[src/hdl/corePkg.sv]
package corePkg;

  localparam int DATA_W     = 32;
  localparam int REG_ADDR_W = 5;

  typedef logic [DATA_W-1:0]     wordT;   // data word or pc
  typedef logic [REG_ADDR_W-1:0] regIdxT; // register index
  typedef logic [5:0]            codeT;   // opcode or function code

  // ALU encodings as used by the original datapath
  typedef enum logic [3:0] {
    ALU_ADDU = 4'b0000,
    ALU_SUBU = 4'b0001,
    ALU_ADD  = 4'b0010,
    ALU_SUB  = 4'b0011,
    ALU_OR   = 4'b0100,
    ALU_AND  = 4'b0101,
    ALU_XOR  = 4'b0110,
    ALU_NOR  = 4'b0111,
    ALU_SLTU = 4'b1000,
    ALU_SLT  = 4'b1001,
    ALU_SLL  = 4'b1010,
    ALU_SRL  = 4'b1011,
    ALU_SRA  = 4'b1100,
    ALU_LUI  = 4'b1101
  } aluOpT;

  typedef enum logic [2:0] {
    BR_NONE = 3'd0,
    BR_EQ   = 3'd1,
    BR_NE   = 3'd2,
    BR_LEZ  = 3'd3,
    BR_GTZ  = 3'd4
  } brKindT;

  localparam codeT OP_RTYPE = 6'b000000;
  localparam codeT OP_BEQ   = 6'b000100;
  localparam codeT OP_BNE   = 6'b000101;
  localparam codeT OP_BLEZ  = 6'b000110;
  localparam codeT OP_BGTZ  = 6'b000111;
  localparam codeT OP_ADDI  = 6'b001000;
  localparam codeT OP_ADDIU = 6'b001001;
  localparam codeT OP_SLTI  = 6'b001010;
  localparam codeT OP_SLTIU = 6'b001011;
  localparam codeT OP_ANDI  = 6'b001100;
  localparam codeT OP_ORI   = 6'b001101;
  localparam codeT OP_XORI  = 6'b001110;
  localparam codeT OP_LUI   = 6'b001111;

  localparam codeT FN_SLL  = 6'b000000;
  localparam codeT FN_SRL  = 6'b000010;
  localparam codeT FN_SRA  = 6'b000011;
  localparam codeT FN_ADD  = 6'b100000;
  localparam codeT FN_ADDU = 6'b100001;
  localparam codeT FN_SUB  = 6'b100010;
  localparam codeT FN_SUBU = 6'b100011;
  localparam codeT FN_AND  = 6'b100100;
  localparam codeT FN_OR   = 6'b100101;
  localparam codeT FN_XOR  = 6'b100110;
  localparam codeT FN_NOR  = 6'b100111;
  localparam codeT FN_SLT  = 6'b101010;
  localparam codeT FN_SLTU = 6'b101011;

endpackage

[src/hdl/pipeIfs.sv]
`timescale 1ns/1ps

// decoded instruction travelling from decode into execute
interface decodedIf;
  import corePkg::*;

  logic   valid;
  aluOpT  aluOp;
  regIdxT rs;
  regIdxT rt;
  regIdxT dest;
  logic   regWrite;
  wordT   imm;      // already extended
  logic   useImm;
  wordT   shamt;    // zero-extended shift amount
  logic   useShamt;
  brKindT brKind;
  wordT   pc;
  wordT   rsData;
  wordT   rtData;

  modport producer (output valid, aluOp, rs, rt, dest, regWrite, imm, useImm,
                    shamt, useShamt, brKind, pc, rsData, rtData);
  modport consumer (input valid, aluOp, rs, rt, dest, regWrite, imm, useImm,
                    shamt, useShamt, brKind, pc, rsData, rtData);
endinterface

// writeback register contents
interface wbIf;
  import corePkg::*;

  logic   valid;
  logic   regWrite; // already qualified by valid
  regIdxT dest;
  wordT   data;

  modport producer (output valid, regWrite, dest, data);
  modport consumer (input valid, regWrite, dest, data);
endinterface

[src/hdl/regFile.sv]
`timescale 1ns/1ps

module regFile (
  input  logic            clk,
  input  logic            reset,
  input  corePkg::regIdxT rdAddrA,
  input  corePkg::regIdxT rdAddrB,
  output corePkg::wordT   rdDataA,
  output corePkg::wordT   rdDataB,
  wbIf.consumer           wb
);
  import corePkg::*;

  wordT regs [0:2**REG_ADDR_W-1];
  logic wrEn;

  assign wrEn = wb.valid && wb.regWrite && (wb.dest != '0); // r0 is never stored

  always_ff @(posedge clk or posedge reset)
  begin
    if (reset)
    begin
      for (int i = 0; i < 2**REG_ADDR_W; i++)
        regs[i] <= '0;
    end
    else if (wrEn)
      regs[wb.dest] <= wb.data;
  end

  // pending write bypasses the array
  function automatic wordT readPort(input regIdxT addr);
    if (addr == '0)
      return '0;
    else if (wrEn && (wb.dest == addr))
      return wb.data;
    else
      return regs[addr];
  endfunction

  always_comb
  begin
    rdDataA = readPort(rdAddrA);
    rdDataB = readPort(rdAddrB);
  end

endmodule

[src/hdl/instrDecoder.sv]
`timescale 1ns/1ps

module instrDecoder (
  input  logic            clk,
  input  logic            reset,
  input  logic            instrValid,
  input  corePkg::wordT   instr,
  input  corePkg::wordT   pc,
  output corePkg::regIdxT rdAddrA,
  output corePkg::regIdxT rdAddrB,
  input  corePkg::wordT   rdDataA,
  input  corePkg::wordT   rdDataB,
  decodedIf.producer      dec
);
  import corePkg::*;

  logic   validQ;
  wordT   instrQ;
  wordT   pcQ;
  codeT   opcode;
  codeT   funct;
  regIdxT rd;
  logic   signExt;
  logic   useRd;

  always_ff @(posedge clk or posedge reset)
  begin
    if (reset)
    begin
      validQ <= 1'b0;
      instrQ <= '0;
      pcQ    <= '0;
    end
    else
    begin
      validQ <= instrValid;
      instrQ <= instr;
      pcQ    <= pc;
    end
  end

  assign opcode  = instrQ[31:26];
  assign funct   = instrQ[5:0];
  assign rd      = instrQ[15:11];
  assign rdAddrA = instrQ[25:21];
  assign rdAddrB = instrQ[20:16];

  always_comb
  begin
    dec.aluOp    = ALU_ADDU;
    dec.regWrite = 1'b0;
    dec.useImm   = 1'b1;
    dec.useShamt = 1'b0;
    dec.brKind   = BR_NONE;
    signExt      = 1'b1;
    useRd        = 1'b0;
    case (opcode)
      OP_RTYPE:
      begin
        useRd        = 1'b1;
        dec.useImm   = 1'b0;
        dec.regWrite = 1'b1;
        case (funct)
          FN_ADDU: dec.aluOp = ALU_ADDU;
          FN_SUBU: dec.aluOp = ALU_SUBU;
          FN_ADD:  dec.aluOp = ALU_ADD;
          FN_SUB:  dec.aluOp = ALU_SUB;
          FN_OR:   dec.aluOp = ALU_OR;
          FN_AND:  dec.aluOp = ALU_AND;
          FN_XOR:  dec.aluOp = ALU_XOR;
          FN_NOR:  dec.aluOp = ALU_NOR;
          FN_SLTU: dec.aluOp = ALU_SLTU;
          FN_SLT:  dec.aluOp = ALU_SLT;
          FN_SLL:  dec.aluOp = ALU_SLL;
          FN_SRL:  dec.aluOp = ALU_SRL;
          FN_SRA:  dec.aluOp = ALU_SRA;
          default: dec.regWrite = 1'b0; // unknown function, no write
        endcase
        dec.useShamt = (funct == FN_SLL) || (funct == FN_SRL) || (funct == FN_SRA);
      end
      OP_ADDI:  {dec.aluOp, dec.regWrite} = {ALU_ADD, 1'b1};
      OP_ADDIU: {dec.aluOp, dec.regWrite} = {ALU_ADDU, 1'b1};
      OP_SLTI:  {dec.aluOp, dec.regWrite} = {ALU_SLT, 1'b1};
      OP_SLTIU: {dec.aluOp, dec.regWrite} = {ALU_SLTU, 1'b1};
      OP_ANDI:  {dec.aluOp, dec.regWrite, signExt} = {ALU_AND, 2'b10};
      OP_ORI:   {dec.aluOp, dec.regWrite, signExt} = {ALU_OR, 2'b10};
      OP_XORI:  {dec.aluOp, dec.regWrite, signExt} = {ALU_XOR, 2'b10};
      OP_LUI:   {dec.aluOp, dec.regWrite, signExt} = {ALU_LUI, 2'b10};
      OP_BEQ:   dec.brKind = BR_EQ;
      OP_BNE:   dec.brKind = BR_NE;
      OP_BLEZ:  dec.brKind = BR_LEZ;
      OP_BGTZ:  dec.brKind = BR_GTZ;
      default:  dec.useImm = 1'b0; // unsupported, travels inert
    endcase
  end

  assign dec.valid  = validQ;
  assign dec.rs     = rdAddrA;
  assign dec.rt     = rdAddrB;
  assign dec.dest   = useRd ? rd : rdAddrB;
  assign dec.imm    = signExt ? {{16{instrQ[15]}}, instrQ[15:0]} : {16'b0, instrQ[15:0]};
  assign dec.shamt  = {27'b0, instrQ[10:6]};
  assign dec.pc     = pcQ;
  assign dec.rsData = rdDataA;
  assign dec.rtData = rdDataB;

endmodule

[src/hdl/aluUnit.sv]
`timescale 1ns/1ps

module aluUnit (
  input  corePkg::wordT  a,
  input  corePkg::wordT  b,
  input  corePkg::aluOpT op,
  output corePkg::wordT  result
);
  import corePkg::*;

  logic [4:0] shAmt;

  assign shAmt = a[4:0];

  always_comb
  begin
    case (op)
      ALU_ADDU: result = a + b;
      ALU_SUBU: result = a - b;
      ALU_ADD:  result = a + b;   // wraps, no overflow trap
      ALU_SUB:  result = a - b;
      ALU_OR:   result = a | b;
      ALU_AND:  result = a & b;
      ALU_XOR:  result = a ^ b;
      ALU_NOR:  result = ~(a | b);
      ALU_SLTU: result = (a < b) ? 32'd1 : 32'd0;
      ALU_SLT:  result = ($signed(a) < $signed(b)) ? 32'd1 : 32'd0;
      ALU_SLL:  result = b << shAmt;
      ALU_SRL:  result = b >> shAmt;
      ALU_SRA:  result = wordT'($signed(b) >>> shAmt); // sign fill
      ALU_LUI:  result = {b[15:0], 16'b0};
      default:  result = a + b;
    endcase
  end

endmodule

[src/hdl/executeStage.sv]
`timescale 1ns/1ps

module executeStage (
  input  logic          clk,
  input  logic          reset,
  decodedIf.consumer    dec,
  wbIf.producer         wb,
  output logic          branchValid,
  output logic          branchTaken,
  output corePkg::wordT branchTarget
);
  import corePkg::*;

  logic   exValid;
  aluOpT  exAluOp;
  regIdxT exRs;
  regIdxT exRt;
  regIdxT exDest;
  logic   exRegWrite;
  wordT   exImm;
  logic   exUseImm;
  wordT   exShamt;
  logic   exUseShamt;
  brKindT exBrKind;
  wordT   exPc;
  wordT   exRsData;
  wordT   exRtData;
  logic   wbValidQ;
  logic   wbWriteQ;
  regIdxT wbDestQ;
  wordT   wbDataQ;
  logic   fwdOk;
  wordT   opRs;
  wordT   opRt;
  wordT   aluResult;
  wordT   cmpDiff;
  logic   taken;

  always_ff @(posedge clk or posedge reset)
  begin
    if (reset)
    begin
      {exValid, exRegWrite, exUseImm, exUseShamt} <= '0;
      {exRs, exRt, exDest} <= '0;
      {exImm, exShamt, exPc, exRsData, exRtData} <= '0;
      exAluOp  <= ALU_ADDU;
      exBrKind <= BR_NONE;
    end
    else
    begin
      {exValid, exRegWrite, exUseImm, exUseShamt} <=
        {dec.valid, dec.regWrite, dec.useImm, dec.useShamt};
      {exRs, exRt, exDest} <= {dec.rs, dec.rt, dec.dest};
      {exImm, exShamt, exPc} <= {dec.imm, dec.shamt, dec.pc};
      {exRsData, exRtData} <= {dec.rsData, dec.rtData};
      exAluOp  <= dec.aluOp;
      exBrKind <= dec.brKind;
    end
  end

  // bypass from the writeback register
  assign fwdOk = wbWriteQ && (wbDestQ != '0);
  assign opRs  = (fwdOk && (wbDestQ == exRs)) ? wbDataQ : exRsData;
  assign opRt  = (fwdOk && (wbDestQ == exRt)) ? wbDataQ : exRtData;

  aluUnit i_alu (
    .a      (exUseShamt ? exShamt : opRs),
    .b      (exUseImm ? exImm : opRt),
    .op     (exAluOp),
    .result (aluResult)
  );

  // blez/bgtz compare against zero
  assign cmpDiff = opRs - (((exBrKind == BR_LEZ) || (exBrKind == BR_GTZ)) ? '0 : opRt);

  always_comb
  begin
    case (exBrKind)
      BR_EQ:   taken = (cmpDiff == '0);
      BR_NE:   taken = (cmpDiff != '0);
      BR_LEZ:  taken = (cmpDiff == '0) || cmpDiff[31];
      BR_GTZ:  taken = (cmpDiff != '0) && !cmpDiff[31];
      default: taken = 1'b0;
    endcase
  end

  always_ff @(posedge clk or posedge reset)
  begin
    if (reset)
    begin
      {wbValidQ, wbWriteQ, branchValid, branchTaken} <= '0;
      wbDestQ      <= '0;
      wbDataQ      <= '0;
      branchTarget <= '0;
    end
    else
    begin
      wbValidQ     <= exValid;
      wbWriteQ     <= exValid && exRegWrite;
      wbDestQ      <= exDest;
      wbDataQ      <= aluResult;
      branchValid  <= exValid && (exBrKind != BR_NONE);
      branchTaken  <= exValid && taken;
      branchTarget <= exPc + 32'd4 + {exImm[29:0], 2'b00};
    end
  end

  assign wb.valid    = wbValidQ;
  assign wb.regWrite = wbWriteQ;
  assign wb.dest     = wbDestQ;
  assign wb.data     = wbDataQ;

endmodule

[src/hdl/execCore.sv]
`timescale 1ns/1ps

module execCore (
  input  logic            clk,
  input  logic            reset,
  input  logic            instrValid,
  input  corePkg::wordT   instr,
  input  corePkg::wordT   pc,
  output logic            resultValid,
  output corePkg::regIdxT resultReg,
  output corePkg::wordT   resultData,
  output logic            branchValid,
  output logic            branchTaken,
  output corePkg::wordT   branchTarget
);

  decodedIf decBus ();
  wbIf      wbBus ();

  corePkg::regIdxT rdAddrA;
  corePkg::regIdxT rdAddrB;
  corePkg::wordT   rdDataA;
  corePkg::wordT   rdDataB;

  instrDecoder i_decoder (
    .clk        (clk),
    .reset      (reset),
    .instrValid (instrValid),
    .instr      (instr),
    .pc         (pc),
    .rdAddrA    (rdAddrA),
    .rdAddrB    (rdAddrB),
    .rdDataA    (rdDataA),
    .rdDataB    (rdDataB),
    .dec        (decBus.producer)
  );

  regFile i_regFile (
    .clk     (clk),
    .reset   (reset),
    .rdAddrA (rdAddrA),
    .rdAddrB (rdAddrB),
    .rdDataA (rdDataA),
    .rdDataB (rdDataB),
    .wb      (wbBus.consumer)
  );

  executeStage i_execute (
    .clk          (clk),
    .reset        (reset),
    .dec          (decBus.consumer),
    .wb           (wbBus.producer),
    .branchValid  (branchValid),
    .branchTaken  (branchTaken),
    .branchTarget (branchTarget)
  );

  assign resultValid = wbBus.regWrite; // r0 targets still report
  assign resultReg   = wbBus.dest;
  assign resultData  = wbBus.data;

endmodule

[config.mk]
export PLATFORM = sky130hd
export DESIGN_NAME = execCore
export DESIGN_NICKNAME = d
export VERILOG_FILES = /design/src/hdl/corePkg.sv /design/src/hdl/pipeIfs.sv /design/src/hdl/regFile.sv /design/src/hdl/instrDecoder.sv /design/src/hdl/aluUnit.sv /design/src/hdl/executeStage.sv /design/src/hdl/execCore.sv
export SDC_FILE = /design/constraint.sdc
export NUM_CORES = 2
export LEC_CHECK = 0
export BUFFER_PORTS_ARGS = -buffer_cell sky130_fd_sc_hd__buf_2
export CAP_MARGIN = 20
export CORE_ASPECT_RATIO = 0.6
export CORE_MARGIN = 3
export CORE_UTILIZATION = 40
export DETAILED_ROUTE_END_ITERATION = 12
export PLACE_DENSITY_LB_ADDON = 0.3
export SLEW_MARGIN = 20
export SYNTH_ARGS = -nofsm -noshare
export SYNTH_HDL_FRONTEND = slang
export SYNTH_HIERARCHICAL = 1
export SYNTH_SLANG_ARGS = --single-unit
export TNS_END_PERCENT = 5
[constraint.sdc]
create_clock -name clk -period 54.7 [get_ports clk]
set_input_delay 13.675 -clock clk [delete_from_list [all_inputs] [get_ports clk]]
set_output_delay 13.675 -clock clk [all_outputs]
set_load 0.05 [all_outputs]
==> impl_metrics.yaml <==
floorplan:
  dieArea_mm2: 0.208
  dieHeight_um: 355
  start_util_pct: 40.4
  rows: 127
  io_pins: 139
  fp.coreArea_mm2: 0.201
  die_w_um: 587
routing:
  dr.pass1.iters: 7
  dr_total_vias: 62537
  wl_per_cell_um: 36.3
  drc: 0
  vias_per_cell: 6.72
  totalWireLength_um: 338000
  ant_nets: 0
  drtIter0Drc: 10134
power_and_ir_drop:
  p_leak_uw: 0.0396
  p_per_area_mw_per_mm2: 30.5
  ir_drop_mv: 0.0291
  power_uw: 2670
grt:
  grt.met1_usage_pct: 48.1
  grtUsageTotal_pct: 31.4
  met3_usage_pct: 16.3
  grtUsageMet2_pct: 37.4
  first_global_vias: 58566
  grt_max_degree: 172
  grt-busiest-layer: "met1"
  antenna_found_initial: 21
  grt_pass1_wl_um: 469000
  grt.overflow.total: 0
clock_tree:
  cts_buffer_depth: 3
  clk_latency_ps: 760
  post_cts_buffers: 0
  numCtsBuffers: 119
  cts_resized: 0
  cts_max_level: 3
  cts_tree: "built"
  path_clk_slew_ps: 70
  ctsRootBufferMaster: "clkbuf_16"
  clkSinkCount: 1348
  cts_hold_buf: 0
yosys:
  ys_top_cells_by_area: "dfrtp_1, mux2_2, mux4_2, mux2i_1, ha_1"
  synth-seq-cells: 1348
  postSynthAreaPerCell_um2: 12.0
  yosys_most_used_dff: "dfrtp_1"
  synth_cell_types: 122
  yosysSeqAreaShare_pct: 41.7
  synth-edff-count: 0
  ys.warnings.count: 6
  synth_area_mm2: 0.0810
  synth_top_area_cell: "dfrtp_1"
  synthCells: 6729
  synth_top_area_share_pct: 41.7
  async_flop_share_pct: 100
worst_setup_path:
  cp.required_ps: 55470
  reg2regPathDepth: 21
  regToRegSetupSlack_ps: 46710
  crit_path_end: "i_regFile/regs[463]$_DFFE_PP0P_"
  r2r_start: "i_execute/wb.dest[2]$_DFF_PP0_"
  worstSetupEndpointType: "asynchronous set/reset pin"
  crit_arrival_ps: 17810
  worst-setup-path-type: "in2async"
  cp-startpoint: "reset"
  crit_path_start_kind: "primary input"
  rr_endpoint: "i_execute/wb.data[28]$_DFF_PP0_"
  critPathMaxFanout: 171
sta:
  slew-limit-headroom_pct: 14.0
  setup_tns_ps: 0
  finalHoldViolCount: 0
  finalSetupViolations: 0
  finClkSkew_ps: 31.4
  worst_pin_slew_ps: 1270
  fin_crit_ps: 17040
  rsz0062_at_grt: "false"
  max_freq_mhz: 58.7
  setup_ws_ps: 37660
  holdWs_ps: 349
  slew_violations: 0
  fin_crit_sh_pct: 31.2
final_layout:
  syn_to_final_growth_pct: 7.90
  layout-drive-gt1-share_pct: 34.2
  regMostFlops: "i_regFile/regs"
  final_cell_mix: "dfrtp_1, mux2_2, mux2i_1, mux4_2, nor2_1"
  nNetsFinal: 6734
  final_common_cell: "dfrtp_1"
  largest_reg_flops: 1024
  fin_util_pct: 43.6
min_path:
  hp-class: "reg2reg"
flow_run:
  maxCapViolCount: 0
place:
  portBuffers: 138
  routabilityCongestion: 1.05
  place_ws_ps: 36260
  dpl.hpwl_um: 226000
outcome:
  status: "finished clean"
==> metrics by stage <==
stage	cells	area, um2
6_report	9302	87400
5_1_grt	9292	87400
4_1_cts	9291	87300
3_5_place_dp	9066	83100
3_3_place_gp	9065	83100
2_1_floorplan	6755	81100
==> cell usage after synthesis (15+ instances only) <==
| cell | n |
|---|---|
| inv_1 | 169 |
| nor2b_1 | 29 |
| buf_1 | 38 |
| a31oi_1 | 32 |
| o211ai_1 | 51 |
| nand4_1 | 43 |
| o221ai_1 | 23 |
| o21bai_1 | 21 |
| ha_1 | 184 |
| a221oi_1 | 92 |
| o22ai_1 | 82 |
| nor2_1 | 274 |
| nor3_1 | 69 |
| o21ai_0 | 190 |
| and3_1 | 22 |
| a21o_1 | 37 |
| xor2_1 | 16 |
| buf_2 | 177 |
| o311ai_1 | 15 |
| xnor2_1 | 57 |
| nand2b_1 | 78 |
| a21oi_1 | 223 |
| a311oi_1 | 19 |
| o21a_1 | 27 |
| a2111oi_0 | 18 |
| dfrtp_1 | 1348 |
| buf_4 | 209 |
| a211oi_1 | 60 |
| nand3_1 | 50 |
| buf_6 | 29 |
| a221o_1 | 28 |
| o31a_1 | 17 |
| clkbuf_1 | 299 |
| or2_2 | 19 |
| o31ai_1 | 26 |
| mux4_2 | 359 |
| and2_1 | 24 |
| mux2i_1 | 467 |
| mux2_2 | 1159 |
| nor4_1 | 32 |
| nand2_1 | 238 |
| a22o_1 | 20 |
| a211o_1 | 20 |
| a22oi_1 | 93 |
==> logic make-up after synthesis <==
logic type               synth area share, %
AO/OA/AOI/OAI                           10.8
XOR/XNOR                               0.789
adder cells (fa/ha/maj)                 2.94
buffers and inverters                   5.99
flip-flops                              41.7
multiplexers                            31.9
other                                0.00463
AND/OR/NAND/NOR                         6.00
==> where the power goes <==
part	internal [uW]	switching, uW	leakage (uW)	total [uW]
Clock	509	417	0.00206	927
Sequential	1040	46.4	0.0181	1090
Combinational	193	454	0.0194	647
==> cell type report <==
class                           instances  area (um2)
Fill cell                           18557      113000
Multi-Input combinational cell       4471       42800
Sequential cell                      1348       33800
Clock buffer                          174        3550
Tap cell                             2709        3390
Timing Repair Buffer                  365        2510
Clock inverter                         51         673
Inverter                              174         673
Antenna cell                           10        25.0
==> worst max-delay path, cell delays in order <==
cell    delay (ps)
buf_2          170
inv_8          640
buf_12         710
buf_12         700
buf_6          650
buf_6          660
==> per-layer routing <==
layer,routed length (um),share of wire (%)
met4,9090,2.7
met1,150000,44
met2,121000,36
met3,57100,17
met5,185,0.055
==> how the worst min path moves through the flow <==
stage,start,endpoint,slack (ps),cells past startpoint
after detailed placement,i_execute/exDest[1]$_DFF_PP0_,i_execute/wb.dest[1]$_DFF_PP0_,340,0
after CTS,i_decoder/dec.pc[23]$_DFF_PP0_,i_execute/exPc[23]$_DFF_PP0_,350,0
final,i_execute/exDest[2]$_DFF_PP0_,i_execute/wb.dest[2]$_DFF_PP0_,350,0
after global placement,i_execute/exDest[1]$_DFF_PP0_,i_execute/wb.dest[1]$_DFF_PP0_,330,0
after global routing,i_execute/exPc[0]$_DFF_PP0_,i_execute/branchTarget[0]$_DFF_PP0_,360,0
after floorplan,i_execute/exPc[0]$_DFF_PP0_,i_execute/branchTarget[0]$_DFF_PP0_,330,0
Power figures use the tool's default switching activity.
